## config.mk

```make
export PLATFORM = sky130hd
export DESIGN_NAME = st_source_top
export DESIGN_NICKNAME = d
export VERILOG_FILES = /design/src/source/st_source_pkg.sv /design/src/source/st_source_top.sv /design/src/source/st_backpressure_monitor.sv /design/src/source/st_beat_driver.sv /design/src/source/st_transaction_fifo.sv
export SDC_FILE = /design/constraint.sdc
export NUM_CORES = 1
export LEC_CHECK = 0
export BUFFER_PORTS_ARGS = -buffer_cell sky130_fd_sc_hd__buf_2
export CAP_MARGIN = 20
export CORE_MARGIN = 2
export CORE_UTILIZATION = 65
export DETAILED_ROUTE_END_ITERATION = 8
export PLACE_DENSITY_LB_ADDON = 0.15
export SLEW_MARGIN = 10
export SYNTH_ARGS = -nofsm -noshare
export SYNTH_HDL_FRONTEND = slang
export SYNTH_HIERARCHICAL = 1
export SYNTH_SLANG_ARGS = --single-unit
```

## constraint.sdc

```tcl
create_clock -name clk -period 6.8 [get_ports clk]
set_clock_uncertainty 0.15 [all_clocks]
set_input_delay 1.02 -clock clk [delete_from_list [all_inputs] [get_ports clk]]
set_output_delay 1.02 -clock clk [all_outputs]
set_load 0.02 [all_outputs]
```

## src/source/st_source_pkg.sv

```systemverilog
// shared widths, depths, limits and types for the streaming packet source; import with ::*
package st_source_pkg;

   // ------------------------------------------------------------------------
   // beat geometry
   // ------------------------------------------------------------------------

   // bits per symbol and symbols per beat
   localparam int symbol_w    = 8;
   localparam int num_symbols = 4;
   // full beat width follows from the two above
   localparam int data_w      = symbol_w * num_symbols;
   localparam int channel_w   = 4;
   localparam int error_w     = 2;
   // unused symbols in the last beat of a packet
   localparam int empty_w     = 2;
   // idle cycles ahead of a beat, 15 at most
   localparam int idle_w      = 4;

   // ------------------------------------------------------------------------
   // queue, counters and limits
   // ------------------------------------------------------------------------

   localparam int fifo_depth  = 8;
   localparam int fifo_addr_w = 3;
   // back-pressure cycles seen by one beat, saturates
   localparam int latency_w   = 8;
   // index of the accepted beat in the response
   localparam int count_w     = 16;
   // longest legal wait for one beat, in cycles
   localparam int response_timeout = 16;

   // ------------------------------------------------------------------------
   // types
   // ------------------------------------------------------------------------

   typedef logic [data_w-1:0]    data_t;
   typedef logic [channel_w-1:0] channel_t;
   typedef logic [error_w-1:0]   error_t;
   typedef logic [empty_w-1:0]   empty_t;
   typedef logic [idle_w-1:0]    idle_t;
   typedef logic [latency_w-1:0] latency_t;
   typedef logic [count_w-1:0]   count_t;

   // beat driver FSM
   typedef enum logic [1:0] {
      // nothing loaded
      st_idle,
      // counting idle cycles, valid low
      st_gap,
      // valid asserted, waiting for ready
      st_drive
   } driver_state_t;

endpackage
```

## src/source/st_source_top.sv

```systemverilog
// streaming packet source top; connects transaction queue, beat driver and back-pressure monitor
`timescale 1ns/1ps

module st_source_top
   import st_source_pkg::*;
(
   input  logic     clk,
   input  logic     reset,
   // host push side
   input  logic     push,
   input  data_t    push_data,
   input  channel_t push_channel,
   input  logic     push_sop,
   input  logic     push_eop,
   input  error_t   push_error,
   input  empty_t   push_empty,
   input  idle_t    push_idles,
   output logic     full,
   // stream source side
   input  logic     src_ready,
   output logic     src_valid,
   output data_t    src_data,
   output channel_t src_channel,
   output logic     src_sop,
   output logic     src_eop,
   output error_t   src_error,
   output empty_t   src_empty,
   // responses and status
   output logic     resp_valid,
   output latency_t resp_latency,
   output count_t   resp_count,
   output logic     complete,
   output logic     timeout
);

   // head of queue toward the driver
   data_t    head_data;
   channel_t head_channel;
   logic     head_sop;
   logic     head_eop;
   error_t   head_error;
   empty_t   head_empty;
   idle_t    head_idles;
   logic     fifo_empty;
   logic     pop;

   // ------------------------------------------------------------------------
   // transaction queue
   // ------------------------------------------------------------------------

   st_transaction_fifo u_fifo (
      .clk          (clk),
      .reset        (reset),
      .push         (push),
      .push_data    (push_data),
      .push_channel (push_channel),
      .push_sop     (push_sop),
      .push_eop     (push_eop),
      .push_error   (push_error),
      .push_empty   (push_empty),
      .push_idles   (push_idles),
      .pop          (pop),
      .head_data    (head_data),
      .head_channel (head_channel),
      .head_sop     (head_sop),
      .head_eop     (head_eop),
      .head_error   (head_error),
      .head_empty   (head_empty),
      .head_idles   (head_idles),
      .fifo_empty   (fifo_empty),
      .full         (full)
   );

   // ------------------------------------------------------------------------
   // drive and response processes
   // ------------------------------------------------------------------------

   st_beat_driver u_driver (
      .clk          (clk),
      .reset        (reset),
      .src_ready    (src_ready),
      .head_data    (head_data),
      .head_channel (head_channel),
      .head_sop     (head_sop),
      .head_eop     (head_eop),
      .head_error   (head_error),
      .head_empty   (head_empty),
      .head_idles   (head_idles),
      .fifo_empty   (fifo_empty),
      .push         (push),
      .pop          (pop),
      .src_valid    (src_valid),
      .src_data     (src_data),
      .src_channel  (src_channel),
      .src_sop      (src_sop),
      .src_eop      (src_eop),
      .src_error    (src_error),
      .src_empty    (src_empty),
      .complete     (complete)
   );

   // monitor watches the same valid that leaves the block
   st_backpressure_monitor u_monitor (
      .clk          (clk),
      .reset        (reset),
      .src_valid    (src_valid),
      .src_ready    (src_ready),
      .resp_valid   (resp_valid),
      .resp_latency (resp_latency),
      .resp_count   (resp_count),
      .timeout      (timeout)
   );

endmodule

```

## src/source/st_backpressure_monitor.sv

```systemverilog
// back-pressure monitor; counts stall cycles per beat, emits responses, raises sticky timeout
`timescale 1ns/1ps

module st_backpressure_monitor
   import st_source_pkg::*;
(
   input  logic     clk,
   input  logic     reset,
   input  logic     src_valid,
   input  logic     src_ready,
   output logic     resp_valid,
   output latency_t resp_latency,
   output count_t   resp_count,
   output logic     timeout
);

   // stall cycles of the beat on the bus
   latency_t stall_count;
   // accepted beats so far, index of the next response
   count_t   beat_count;
   logic     accept;
   logic     stall;

   assign accept = src_valid && src_ready;
   assign stall  = src_valid && !src_ready;

   // ------------------------------------------------------------------------
   // stall counter
   // ------------------------------------------------------------------------

   always_ff @(posedge clk or posedge reset) begin
      if (reset) begin
         stall_count <= '0;
      end else if (accept) begin
         stall_count <= '0;
      end else if (stall && (stall_count != '1)) begin
         // saturate instead of wrapping
         stall_count <= stall_count + 1'b1;
      end
   end

   // ------------------------------------------------------------------------
   // response strobe, one cycle after each accepting edge
   // ------------------------------------------------------------------------

   always_ff @(posedge clk or posedge reset) begin
      if (reset) begin
         resp_valid   <= 1'b0;
         resp_latency <= '0;
         resp_count   <= '0;
         beat_count   <= '0;
      end else begin
         resp_valid <= accept;
         if (accept) begin
            resp_latency <= stall_count;
            resp_count   <= beat_count;
            beat_count   <= beat_count + 1'b1;
         end
      end
   end

   // sticky until reset
   always_ff @(posedge clk or posedge reset) begin
      if (reset) begin
         timeout <= 1'b0;
      end else if (stall_count > latency_t'(response_timeout)) begin
         timeout <= 1'b1;
      end
   end

   // back-to-back responses belong to consecutive beats that met no back-pressure
   assert property (@(posedge clk) disable iff (reset)
      resp_valid && $past(resp_valid) |-> (resp_latency == '0)
         && (resp_count == $past(resp_count) + 1'b1))
      else $error("response strobe repeated without a second acceptance");

endmodule

```

## src/source/st_beat_driver.sv

```systemverilog
// beat driver FSM; pops queued beats, inserts idle gaps, drives valid/ready outputs, flags completion
`timescale 1ns/1ps

module st_beat_driver
   import st_source_pkg::*;
(
   input  logic     clk,
   input  logic     reset,
   input  logic     src_ready,
   input  data_t    head_data,
   input  channel_t head_channel,
   input  logic     head_sop,
   input  logic     head_eop,
   input  error_t   head_error,
   input  empty_t   head_empty,
   input  idle_t    head_idles,
   input  logic     fifo_empty,
   input  logic     push,
   output logic     pop,
   output logic     src_valid,
   output data_t    src_data,
   output channel_t src_channel,
   output logic     src_sop,
   output logic     src_eop,
   output error_t   src_error,
   output empty_t   src_empty,
   output logic     complete
);

   driver_state_t state;
   // remaining idle cycles while in st_gap
   idle_t         gap_count;
   logic          accept;

   // loaded beat, held until accepted
   data_t    data_q;
   channel_t channel_q;
   logic     sop_q;
   logic     eop_q;
   error_t   error_q;
   empty_t   empty_q;

   // ------------------------------------------------------------------------
   // handshake and pop
   // ------------------------------------------------------------------------

   assign src_valid = (state == st_drive);
   assign accept    = src_valid && src_ready;
   // load from idle, or reload right at the accepting edge for back-to-back beats
   assign pop       = !fifo_empty && ((state == st_idle) || accept);

   // ------------------------------------------------------------------------
   // state machine
   // ------------------------------------------------------------------------

   always_ff @(posedge clk or posedge reset) begin
      if (reset) begin
         state     <= st_idle;
         gap_count <= '0;
      end else if (pop) begin
         // zero idles goes straight to drive, otherwise k cycles in st_gap
         state     <= (head_idles == '0) ? st_drive : st_gap;
         gap_count <= head_idles;
      end else begin
         case (state)
            st_gap: begin
               if (gap_count == idle_t'(1)) begin
                  state <= st_drive;
               end
               gap_count <= gap_count - 1'b1;
            end
            st_drive: begin
               // accepted with nothing queued
               if (src_ready) state <= st_idle;
            end
            default: state <= st_idle;
         endcase
      end
   end

   // payload registers, loaded on pop only
   always_ff @(posedge clk) begin
      if (pop) begin
         data_q    <= head_data;
         channel_q <= head_channel;
         sop_q     <= head_sop;
         eop_q     <= head_eop;
         error_q   <= head_error;
         empty_q   <= head_empty;
      end
   end

   // idle outputs are driven low
   assign src_data    = src_valid ? data_q    : '0;
   assign src_channel = src_valid ? channel_q : '0;
   assign src_sop     = src_valid && sop_q;
   assign src_eop     = src_valid && eop_q;
   assign src_error   = src_valid ? error_q   : '0;
   assign src_empty   = src_valid ? empty_q   : '0;

   // ------------------------------------------------------------------------
   // completion level
   // ------------------------------------------------------------------------

   // set when the last queued beat is taken, cleared by any new push
   always_ff @(posedge clk or posedge reset) begin
      if (reset) begin
         complete <= 1'b0;
      end else if (push) begin
         complete <= 1'b0;
      end else if (accept && fifo_empty) begin
         complete <= 1'b1;
      end
   end

   // a stalled beat keeps every stream output until the sink takes it
   assert property (@(posedge clk) disable iff (reset)
      src_valid && !src_ready |=> src_valid && $stable(src_data) && $stable(src_channel)
         && $stable(src_sop) && $stable(src_eop) && $stable(src_error) && $stable(src_empty))
      else $error("stream outputs changed under back-pressure");

endmodule

```

## src/source/st_transaction_fifo.sv

```systemverilog
// show-ahead transaction queue holding pushed beats and their idle counts for the beat driver
`timescale 1ns/1ps

module st_transaction_fifo
   import st_source_pkg::*;
(
   input  logic     clk,
   input  logic     reset,
   input  logic     push,
   input  data_t    push_data,
   input  channel_t push_channel,
   input  logic     push_sop,
   input  logic     push_eop,
   input  error_t   push_error,
   input  empty_t   push_empty,
   input  idle_t    push_idles,
   input  logic     pop,
   output data_t    head_data,
   output channel_t head_channel,
   output logic     head_sop,
   output logic     head_eop,
   output error_t   head_error,
   output empty_t   head_empty,
   output idle_t    head_idles,
   output logic     fifo_empty,
   output logic     full
);

   // one array per field
   data_t    data_mem    [fifo_depth];
   channel_t channel_mem [fifo_depth];
   logic     sop_mem     [fifo_depth];
   logic     eop_mem     [fifo_depth];
   error_t   error_mem   [fifo_depth];
   empty_t   empty_mem   [fifo_depth];
   idle_t    idles_mem   [fifo_depth];

   // pointers wrap on their own since depth is a power of two
   logic [fifo_addr_w-1:0] wr_ptr;
   logic [fifo_addr_w-1:0] rd_ptr;
   logic [fifo_addr_w:0]   count;

   always_ff @(posedge clk) begin
      if (push) begin
         data_mem[wr_ptr]    <= push_data;
         channel_mem[wr_ptr] <= push_channel;
         sop_mem[wr_ptr]     <= push_sop;
         eop_mem[wr_ptr]     <= push_eop;
         error_mem[wr_ptr]   <= push_error;
         empty_mem[wr_ptr]   <= push_empty;
         idles_mem[wr_ptr]   <= push_idles;
      end
   end

   always_ff @(posedge clk or posedge reset) begin
      if (reset) begin
         wr_ptr <= '0;
         rd_ptr <= '0;
         count  <= '0;
      end else begin
         if (push) wr_ptr <= wr_ptr + 1'b1;
         if (pop)  rd_ptr <= rd_ptr + 1'b1;
         // occupancy only moves when exactly one side is active
         case ({push, pop})
            2'b10:   count <= count + 1'b1;
            2'b01:   count <= count - 1'b1;
            default: count <= count;
         endcase
      end
   end

   // oldest entry shown without latency
   assign head_data    = data_mem[rd_ptr];
   assign head_channel = channel_mem[rd_ptr];
   assign head_sop     = sop_mem[rd_ptr];
   assign head_eop     = eop_mem[rd_ptr];
   assign head_error   = error_mem[rd_ptr];
   assign head_empty   = empty_mem[rd_ptr];
   assign head_idles   = idles_mem[rd_ptr];

   assign fifo_empty = (count == '0);
   assign full       = (count == (fifo_addr_w + 1)'(fifo_depth));

   // host must watch full and driver must watch fifo_empty
   assert property (@(posedge clk) disable iff (reset) full |-> !push)
      else $error("push into full transaction queue");
   assert property (@(posedge clk) disable iff (reset) fifo_empty |-> !pop)
      else $error("pop from empty transaction queue");

endmodule

```

==> out/metrics.yaml, run 1 <==
status:
  status: "finished, final reports clean"
final_layout:
  layout.area.seq_um2: 14000
  area_growth_pct: 13.3
  final_common_cell: "edfxtp_1"
  fin_area_um2: 21000
  fill_cells: 1536
  drive_above_1_share_pct: 32.3
  nets: 1143
  multi_input_area_um2: 4300
  layout_common_cells: "410 x edfxtp_1, 120 x buf_2, 92 x mux4_2, 83 x nand2_1, 64 x dfrtp_1"
yosys:
  synthArstFlopShare_pct: 14.0
  synth_top_family_by_area: "multiplexers"
  synth_compound_area_share_pct: 1.51
  yosys_warnings: 6
  synth_nets: 1000
  synth_xor_area_share_pct: 1.09
  synth_edf_count: 410
  yosys.area_share.adder_pct: 0.676
  synth.distinct_cells: 61
  ys_ff_latch: 477
  syn_inst: 940
  synth.avg_cell_area_um2: 19.7
  synthesis.area_um2: 18500
  synth-seq-area-share_pct: 75.5
  synth_mux_area_share_pct: 14.2
  yosys.area_share.simple_pct: 5.40
  ys.flop_type: "edfxtp_1"
die:
  pin_count: 121
  dieHeight_um: 173
  start_util_pct: 66.3
  fp.dieW_um: 173
  core-area_um2: 27900
  dieArea_um2: 29900
  rows: 61
global_route:
  grt_first_pass_wirelength_um: 53800
  grt_start_max_net_pins: 57
  grt-ovfl-total: 0
  grt_pass1_vias: 9307
  antenna_found_initial: 6
  grtUsageTotal_pct: 23.7
routing:
  dr.pass1.iters: 5
  routed_wl_um: 34800
  drc_errors: 0
  drt-vias-per-instance: 5.98
  drt_iter0_markers: 788
  ant_nets: 0
  wl_per_cell_um: 23.2
  route.vias.total: 8989
critical_path:
  cp_cell_sequence: "and2b_2 > and2_1 > buf_2"
  end_kind: "output pin"
  start_kind: "register"
  crit_path_start: "u_driver/state[0]$_DFFE_PP0P_"
  critPathKind: "register to output pin"
  critPathArrivalTime_ns: 2.43
  r2r-start: "u_fifo/rd_ptr[0]$_DFFE_PP0P_"
  cpPeakStageDelay_ns: 0.94
  crit_slowest_cell: "and2b_2"
  worst_ep_required_time_ns: 5.63
  cp_max_fo: 52
power:
  p_leak_uw: 0.00753
  power_uw: 8570
  cellPowerDensity_nw_per_um2: 408
  ir_drop_uv: 291
placed_design:
  place_area_um2: 19500
  portBuffers: 120
  dp_hpwl_um: 18200
  routabilityCongestion: 0.789
clocking:
  cts_tree: "yes"
  clk-insertion-delay-late_ns: 0.55
  cts_root_buf: "clkbuf_16"
  post_cts_buffers: 0
  cts_resized: 0
  cts-buffers-inserted: 46
  cts_hold_buf: 0
  cts_max_path_buffers: 3
  htree_levels: 2
  clock-sinks: 477
  cts.reportedPaths.clkPinSlew_ns: 0.06
timing:
  setup-tns-final_ns: 0
  finalHoldViolCount: 0
  maxSlewHeadroom_pct: 28.2
  finalSetupViolations: 0
  drv_slew: 0
  tightest_slew_ns: 1.08
  rsz0062_at_grt: "no"
  fin_crit_ns: 3.60
  fin_crit_sh_pct: 52.9
  max_freq_ghz: 0.278
hold_path:
  hold_path_class: "primary input to async pin"
run:
  maxCapViolCount: 0
-- kinds of logic after synthesis --
kind of cell | count (synthesis)
mux | 142
flops | 477
fa+ha+maj | 10
buf+inv | 55
compound gates | 39
xor+xnor | 23
simple gates | 194
-- metal layers --
| metal | wire length (µm) | vias up | track usage, % |
|---|---|---|---|
| met3 | 2110 | 62 | 4.13 |
| li1 | - | 3985 | - |
| met5 | 12 | - | 0 |
| met1 | 14400 | 4638 | 33.0 |
| met2 | 17500 | 302 | 39.5 |
| met4 | 820 | 2 | 6.89 |
-- Yosys cell counts, types with 2 or more instances --
cell type / n / area, µm²
nor4_1: 3 / 18.8
inv_1: 14 / 52.6
nand3_1: 11 / 55.1
dfrtp_1: 67 / 1680
and3_1: 5 / 31.3
buf_6: 8 / 90.1
edfxtp_1: 410 / 12300
nor2_1: 20 / 75.1
buf_2: 10 / 50.1
mux2_2: 49 / 552
nor3_1: 3 / 15.0
buf_4: 3 / 22.5
ha_1: 10 / 125
o21ai_0: 9 / 45.0
o31ai_1: 4 / 30.0
nand2b_1: 5 / 31.3
nand2_1: 83 / 312
buf_1: 5 / 18.8
clkbuf_1: 14 / 52.6
and2_1: 42 / 263
a31oi_1: 3 / 18.8
nor2b_1: 2 / 12.5
or4_1: 2 / 15.0
a21oi_1: 6 / 30.0
mux4_2: 92 / 2070
o41ai_1: 2 / 17.5
xnor2_1: 17 / 149
xor2_1: 6 / 52.6
o21ai_1: 3 / 15.0
-- final timing paths --
check | end | slack [ns] | cells past startpoint
worst max-delay path | src_data[12] | 3.20 | 3
worst min-delay path | u_monitor/stall_count[4]$_DFFE_PP0P_ | 0.25 | 2
worst max register to register | u_driver/data_q[18]$_DFFE_PP_ | 3.71 | 4
worst min register to register | u_monitor/resp_count[13]$_DFFE_PP0P_ | 0.32 | 2
max in group asynchronous | u_monitor/beat_count[15]$_DFFE_PP0P_ | 5.77 | 3
min in group clk | u_monitor/resp_count[13]$_DFFE_PP0P_ | 0.32 | 2
-- registers in the layout (all words and copies together) (netlist names), 8 cells and up --
signal and flops:
u_monitor/stall_count 8, u_fifo/sop_mem 8, u_fifo/error_mem 16, u_fifo/eop_mem 8, u_monitor/resp_count 16, u_fifo/idles_mem 32
u_monitor/resp_latency 8, u_fifo/channel_mem 32, u_driver/data_q 32, u_monitor/beat_count 16, u_fifo/data_mem 256, u_fifo/empty_mem 16
-- critical path, delay by kind of cell, from the launching register on --
kind                   cells  cell delay, ns
DFF                        1            0.40
buffers and inverters      1            0.20
and+or+nand+nor            2            1.26
-- cell type report --
type	count	share of cell area (%)
clock inverters	21	0.787
repair buffers	135	3.55
well taps	378	2.25
inverters	15	0.268
multi-input cells	408	20.5
diodes	6	0.0716
clock buffers	62	5.87
flip-flops and latches	477	66.7
-- where the power goes --
group	leakage (µW)	internal [µW]	switching [µW]
combinational	0.00223	1000	1000
sequential	0.00462	3840	344
clock	0.000681	1350	1030
total	0.00753	6190	2370
-- stage by stage --
| step | utilization [%] | instances | setup slack (ns) | hold WS [ns] |
|---|---|---|---|---|
| floorplan | - | 940 | 1.88 | 0.295 |
| global placement | 69.9 | 1411 | 3.32 | 0.304 |
| detailed placement | 69.9 | 1411 | 3.29 | 0.305 |
| CTS | 74.9 | 1494 | 3.16 | 0.279 |
| global route | 75.1 | 1499 | 3.08 | 0.255 |
| finish | 75.1 | 1502 | 3.20 | 0.247 |
Note: power is estimated with default switching activity, not from simulation.
==> run 2, diff against run 1 <==
Settings changed: CORE_UTILIZATION 65 to 54.
Clock period 6.8 ns to 2.9 ns, I/O delays scaled along.
==> run 2 against run 1 <==
  * Utilization down 10 points
  * Sequential power up 130%
  * Via count up 1.0%
  * Combinational power rose to 2.5 times the previous value
==> out/metrics.yaml, run 2 (synthesized netlist as in run 1, its figures left out) <==
status:
  status: "finished, final reports clean"
critical_path:
  critPathCapture: "src_data[21]"
  r2r-start: "u_fifo/count[1]$_DFFE_PP0P_"
  critPathKind: "register to output pin"
  reg2reg_depth: 8
  regToRegEndpoint: "u_fifo/count[3]$_DFFE_PP0P_"
  start_kind: "register"
  critPathArrivalTime_ns: 2.07
  rrSetupSlack_ns: 0.33
  cp_max_fo: 18
  crit_path_start: "u_driver/state[0]$_DFFE_PP0P_"
  worst_ep_required_time_ns: 2.32
  end_kind: "output pin"
timing:
  finalHoldViolCount: 0
  max_freq_ghz: 0.376
  rsz0062_at_grt: "no"
  finalSetupViolations: 0
  maxSlewHeadroom_pct: 52.3
  layout_setup_ws_ns: 0.240
  fin_crit_sh_pct: 91.7
  drv_slew: 0
  fin_crit_ns: 2.66
  worst_hold_slack_ns: 0.0192
  tightest_slew_ns: 0.714
clocking:
  clock-sinks: 477
  cts_max_path_buffers: 3
  cts_tree: "yes"
  htree_levels: 2
  post_cts_buffers: 0
  cts_root_buf: "clkbuf_16"
  clk-insertion-delay-late_ns: 0.56
  cts-buffers-inserted: 48
  cts.reportedPaths.clkPinSlew_ns: 0.06
global_route:
  grt_pass1_vias: 9302
  grt-ovfl-total: 0
  grtUsageTotal_pct: 20.2
  antenna_found_initial: 1
  grt_first_pass_wirelength_um: 54300
  grt_start_max_net_pins: 53
routing:
  drt_iter0_markers: 618
  drt-vias-per-instance: 5.58
  route.vias.total: 9081
  dr.pass1.iters: 4
  wl_per_cell_um: 21.6
  ant_nets: 0
  drc_errors: 0
  routed_wl_um: 35200
die:
  start_util_pct: 55.1
  pin_count: 121
  dieHeight_um: 189
  core-area_um2: 33600
  rows: 67
  dieArea_um2: 35800
  fp.dieW_um: 189
placed_design:
  dp_hpwl_um: 18600
  dp_worst_setup_slack_ns: 0.296
  portBuffers: 120
  place_area_um2: 19900
  routabilityCongestion: 0.764
  dp.cells: 1492
final_layout:
  area_growth_pct: 18.1
  layout_common_cells: "410 x edfxtp_1, 120 x buf_2, 92 x mux4_2, 83 x nand2_1, 64 x dfrtp_1"
  final_common_cell: "edfxtp_1"
  largest-register: "u_fifo/data_mem"
  largest_register_ffs: 256
  nets: 1199
  fin_area_um2: 21900
  drive_above_1_share_pct: 32.0
  final_cells: 1627
  fill_cells: 2292
power:
  p_leak_uw: 0.00784
  ir_drop_uv: 602
  cellPowerDensity_nw_per_um2: 943
  power_uw: 20600
run:
  maxCapViolCount: 0
hold_path:
  hold_path_class: "primary input to register"
run 2: changes by cell type in the layout (fill, tap and decap cells not counted), sizes merged:
cell         delta
inv             -3
clkinv          +1
clkinvlp        +1
clkbuf          +5
buf             +9
diode           -5
dlygate4sd3    +45
bufinv          +2
run 2: report_power, final:
| part | internal, µW | leakage, µW | switching [µW] |
|---|---|---|---|
| clock network | 3480 | 0.000738 | 2460 |
| registers | 8990 | 0.00462 | 643 |
| logic | 2520 | 0.00249 | 2520 |
run 2: final cells by class:
class,count,area (µm²),area share (%)
diodes,1,2.50,0.0114
clock buffers,67,1290,5.92
clock inverters,22,241,1.10
inverters,15,60.1,0.275
multi-input cells,408,4350,19.9
flip-flops and latches,477,14000,64.0
well taps,448,561,2.56
repair buffers,189,1370,6.26
run 2: timing repair:
action                                  4_1_cts  5_1_grt
hold buffers                                 45        0
endpoints found under the setup margin        0        1
endpoints found under the hold margin       371        0
gates resized for setup                       0        1
run 2: critical path: stages, from the launching register on:
cell and delay [ns]:
dfrtp_1 0.40, and2b_2 0.49, buf_4 0.28, and2_1 0.18, buf_2 0.17
run 2: metrics by stage:
step                      setup TNS [ns]  utilization [%]
after global routing                   0             65.1
final                                  0             65.1
after detailed placement               0             59.1
after floorplan                   -71.81                -
after CTS                              0             65.1
after global placement                 0             59.1
run 2: worst min path at each step:
stage	endpoint	from	cells past startpoint	slack (ns)
after global routing	u_fifo/channel_mem[4][1]$_DFFE_PP_	push_channel[1]	1	0.02
after floorplan	u_driver/complete$_DFFE_PP0P_	reset	1	0.09
final	u_fifo/channel_mem[4][1]$_DFFE_PP_	push_channel[1]	1	0.02
after CTS	u_fifo/channel_mem[4][1]$_DFFE_PP_	push_channel[1]	1	0.005
after detailed placement	u_driver/state[1]$_DFFE_PP0P_	reset	2	0.27
after global placement	u_driver/state[1]$_DFFE_PP0P_	reset	2	0.28
run 2: metal layers:
layer | global-route usage [%] | share of wire [%]
met5 | 0 | 0
met4 | 5.44 | 1.9
met3 | 3.06 | 4.9
met2 | 34.3 | 50
met1 | 27.6 | 43
==> run 3, diff against run 2 <==
Clock period 2.9 ns to 2.4 ns, I/O delays scaled along.
==> run 3 against run 2 <==
  * First-iteration DRC count decreased by 13%
  * Via count increased by 1.3%
  * Global-route usage decreased by 0.11 points
  * Worst hold slack improved by 0.11 ns
  * Register-to-register slack got worse by 0.20 ns
  * Wire length increased by 1.3%
  * Critical path depth increased by 1
  * Power increased by 23%
  * Clock power increased by 20%
  * Critical path type unchanged
==> out/metrics.yaml, run 3 (synthesized netlist as in run 1, its figures left out) <==
clocking:
  cts.reportedPaths.clkPinSlew_ns: 0.06
  htree_levels: 2
  clock-sinks: 477
  cts_root_buf: "clkbuf_16"
  cts_tree: "yes"
  clk-insertion-delay-late_ns: 0.54
  cts-buffers-inserted: 48
  cts_max_path_buffers: 3
routing:
  wl_met1_um: 15600
  drt-vias-per-instance: 5.56
  wl_met2_um: 17700
  drc_errors: 0
  routed_wl_um: 35700
  highest_layer: "met4"
  met3WireLength_um: 1970
  drt_iter0_markers: 540
  dr.pass1.iters: 4
  route.vias.total: 9200
  ant_nets: 0
  wl_per_cell_um: 21.5
timing:
  rsz0062_at_grt: "yes"
  fin_crit_ns: 2.36
  setup-tns-final_ns: 0
  worst_hold_slack_ns: 0.134
  drv_slew: 0
  max_freq_ghz: 0.425
  fin_crit_sh_pct: 98.1
  layout_setup_ws_ns: 0.0444
  maxSlewHeadroom_pct: 58.9
  finalSetupViolations: 0
  tightest_slew_ns: 0.617
  finalHoldViolCount: 0
critical_path:
  path_buf_inv: 3
  critPathKind: "register to output pin"
  regToRegEndpoint: "u_fifo/count[3]$_DFFE_PP0P_"
  cpPeakStageDelay_ns: 0.38
  reg2reg_depth: 8
  crit_slowest_cell: "dfrtp_1"
  crit_family: "buffers and inverters"
  end_kind: "output pin"
  rrSetupSlack_ns: 0.13
  start_kind: "register"
  critPathArrivalTime_ns: 1.85
  worst_ep_required_time_ns: 1.89
  crit_path_start: "u_driver/state[0]$_DFFE_PP0P_"
  cp_cell_sequence: "and2b_4 > buf_12 > clkbuf_16 > and2_1 > buf_4"
  r2r-start: "u_driver/state[0]$_DFFE_PP0P_"
  cp_max_fo: 9
final_layout:
  layout.area.seq_um2: 14000
  fin_area_um2: 22300
  layout_common_cells: "410 x edfxtp_1, 112 x buf_2, 92 x mux4_2, 82 x nand2_1, 64 x dfrtp_1"
  largest-register: "u_fifo/data_mem"
  drive_above_1_share_pct: 34.5
  fill_cells: 2234
  fin_util_pct: 66.3
  final_common_cell: "edfxtp_1"
  largest_register_ffs: 256
  nets: 1231
  area_growth_pct: 20.3
  multi_input_area_um2: 4380
hold_path:
  min_from: "src_ready"
  min_path_cells: 4
  hold_path_class: "primary input to register"
  min_to: "u_driver/state[1]$_DFFE_PP0P_"
die:
  pin_count: 121
  rows: 67
  core-area_um2: 33600
  start_util_pct: 55.1
  fp.dieW_um: 189
  dieArea_um2: 35800
  dieHeight_um: 189
power:
  clkPwrFrac_pct: 28.1
  combPwrFrac_pct: 26.6
  swShare_pct: 27.1
  ir_drop_uv: 907
  seqPwrFrac_pct: 45.3
  cellPowerDensity_nw_per_um2: 1140
  p_leak_uw: 0.00805
  switchingPower_uw: 6870
  intPower_uw: 18500
global_route:
  grt-ovfl-total: 0
  grtUsageTotal_pct: 20.1
  grt_pass1_vias: 9428
  antenna_found_initial: 1
  grt_start_max_net_pins: 51
  grt_first_pass_wirelength_um: 54200
run:
  maxCapViolCount: 0
placed_design:
  place_area_um2: 20100
  dp_worst_setup_slack_ns: 0.0277
  routabilityCongestion: 0.770
  dp_hpwl_um: 19800
  portBuffers: 120
status:
  status: "finished, final reports clean"
-- run 3: cell count changes in the layout (fill, tap and decap cells not counted), moves of 3 or more --
| cell | previous run | this run |
|---|---|---|
| buf_12 | 11 | 18 |
| dlygate4sd3_1 | 45 | 48 |
| clkbuf_8 | 0 | 3 |
| buf_2 | 120 | 112 |
| buf_4 | 13 | 41 |
| clkbuf_1 | 18 | 12 |
-- run 3: repair_timing --
item                                   4_1_cts  5_1_grt
setup buffers                                3        4
setup endpoints to repair                   42       14
endpoints found under the hold margin      437        0
hold buffers                                48        0
gates cloned                                 0        2
resized for setup                            3       18
pin swaps                                    0        5
-- run 3: worst reg2reg max path: stages (launching register included) --
cell and delay, ns:
dfrtp_1 0.38, buf_4 0.15, nor2_2 0.13, nand2_2 0.09
clkinvlp_4 0.13, ha_4 0.17, or3b_1 0.38, a2111oi_2 0.41
o221ai_2 0.15
-- run 3: worst max path at each step --
| stage | endpoint | cells after the start |
|---|---|---|
| 6_report | src_sop | 5 |
| 5_1_grt | u_driver/state[1]$_DFFE_PP0P_ | 5 |
| 4_1_cts | src_data[7] | 4 |
| 3_5_place_dp | u_fifo/count[3]$_DFFE_PP0P_ | 8 |
| 3_3_place_gp | u_fifo/count[3]$_DFFE_PP0P_ | 8 |
| 2_1_floorplan | u_fifo/channel_mem[6][0]$_DFFE_PP_ | 2 |
-- run 3: per-stage QoR --
step                total power (µW)  instances
CTS                            25500       1649
detailed placement             18300       1512
finish                         25300       1656
global route                   26500       1656
floorplan                      16200        940
global placement               18100       1512
-- run 3: per-layer routing --
| layer | GRT usage (%) | vias up |
|---|---|---|
| li1 | - | 4148 |
| met1 | 28.8 | 4775 |
| met2 | 33.1 | 245 |
| met3 | 3.28 | 32 |
| met4 | 4.06 | 0 |
| met5 | 0 | - |
-- run 3: power by group through the flow --
stage | sequential, µW | combinational (µW) | clock (µW)
final | 11500 | 6730 | 7130
after global routing | 11600 | 7270 | 7600
after CTS | 11500 | 6730 | 7300
after detailed placement | 11600 | 6610 | 0
after global placement | 11600 | 6510 | 0
after floorplan | 11500 | 4700 | 0
-- run 3: cell type report --
| type | count | area share, % |
|---|---|---|
| multi-input cells | 408 | 19.7 |
| well taps | 448 | 2.52 |
| clock inverters | 22 | 0.989 |
| flip-flops and latches | 477 | 62.8 |
| inverters | 15 | 0.270 |
| repair buffers | 221 | 7.90 |
| clock buffers | 64 | 5.81 |
| diodes | 1 | 0.0112 |
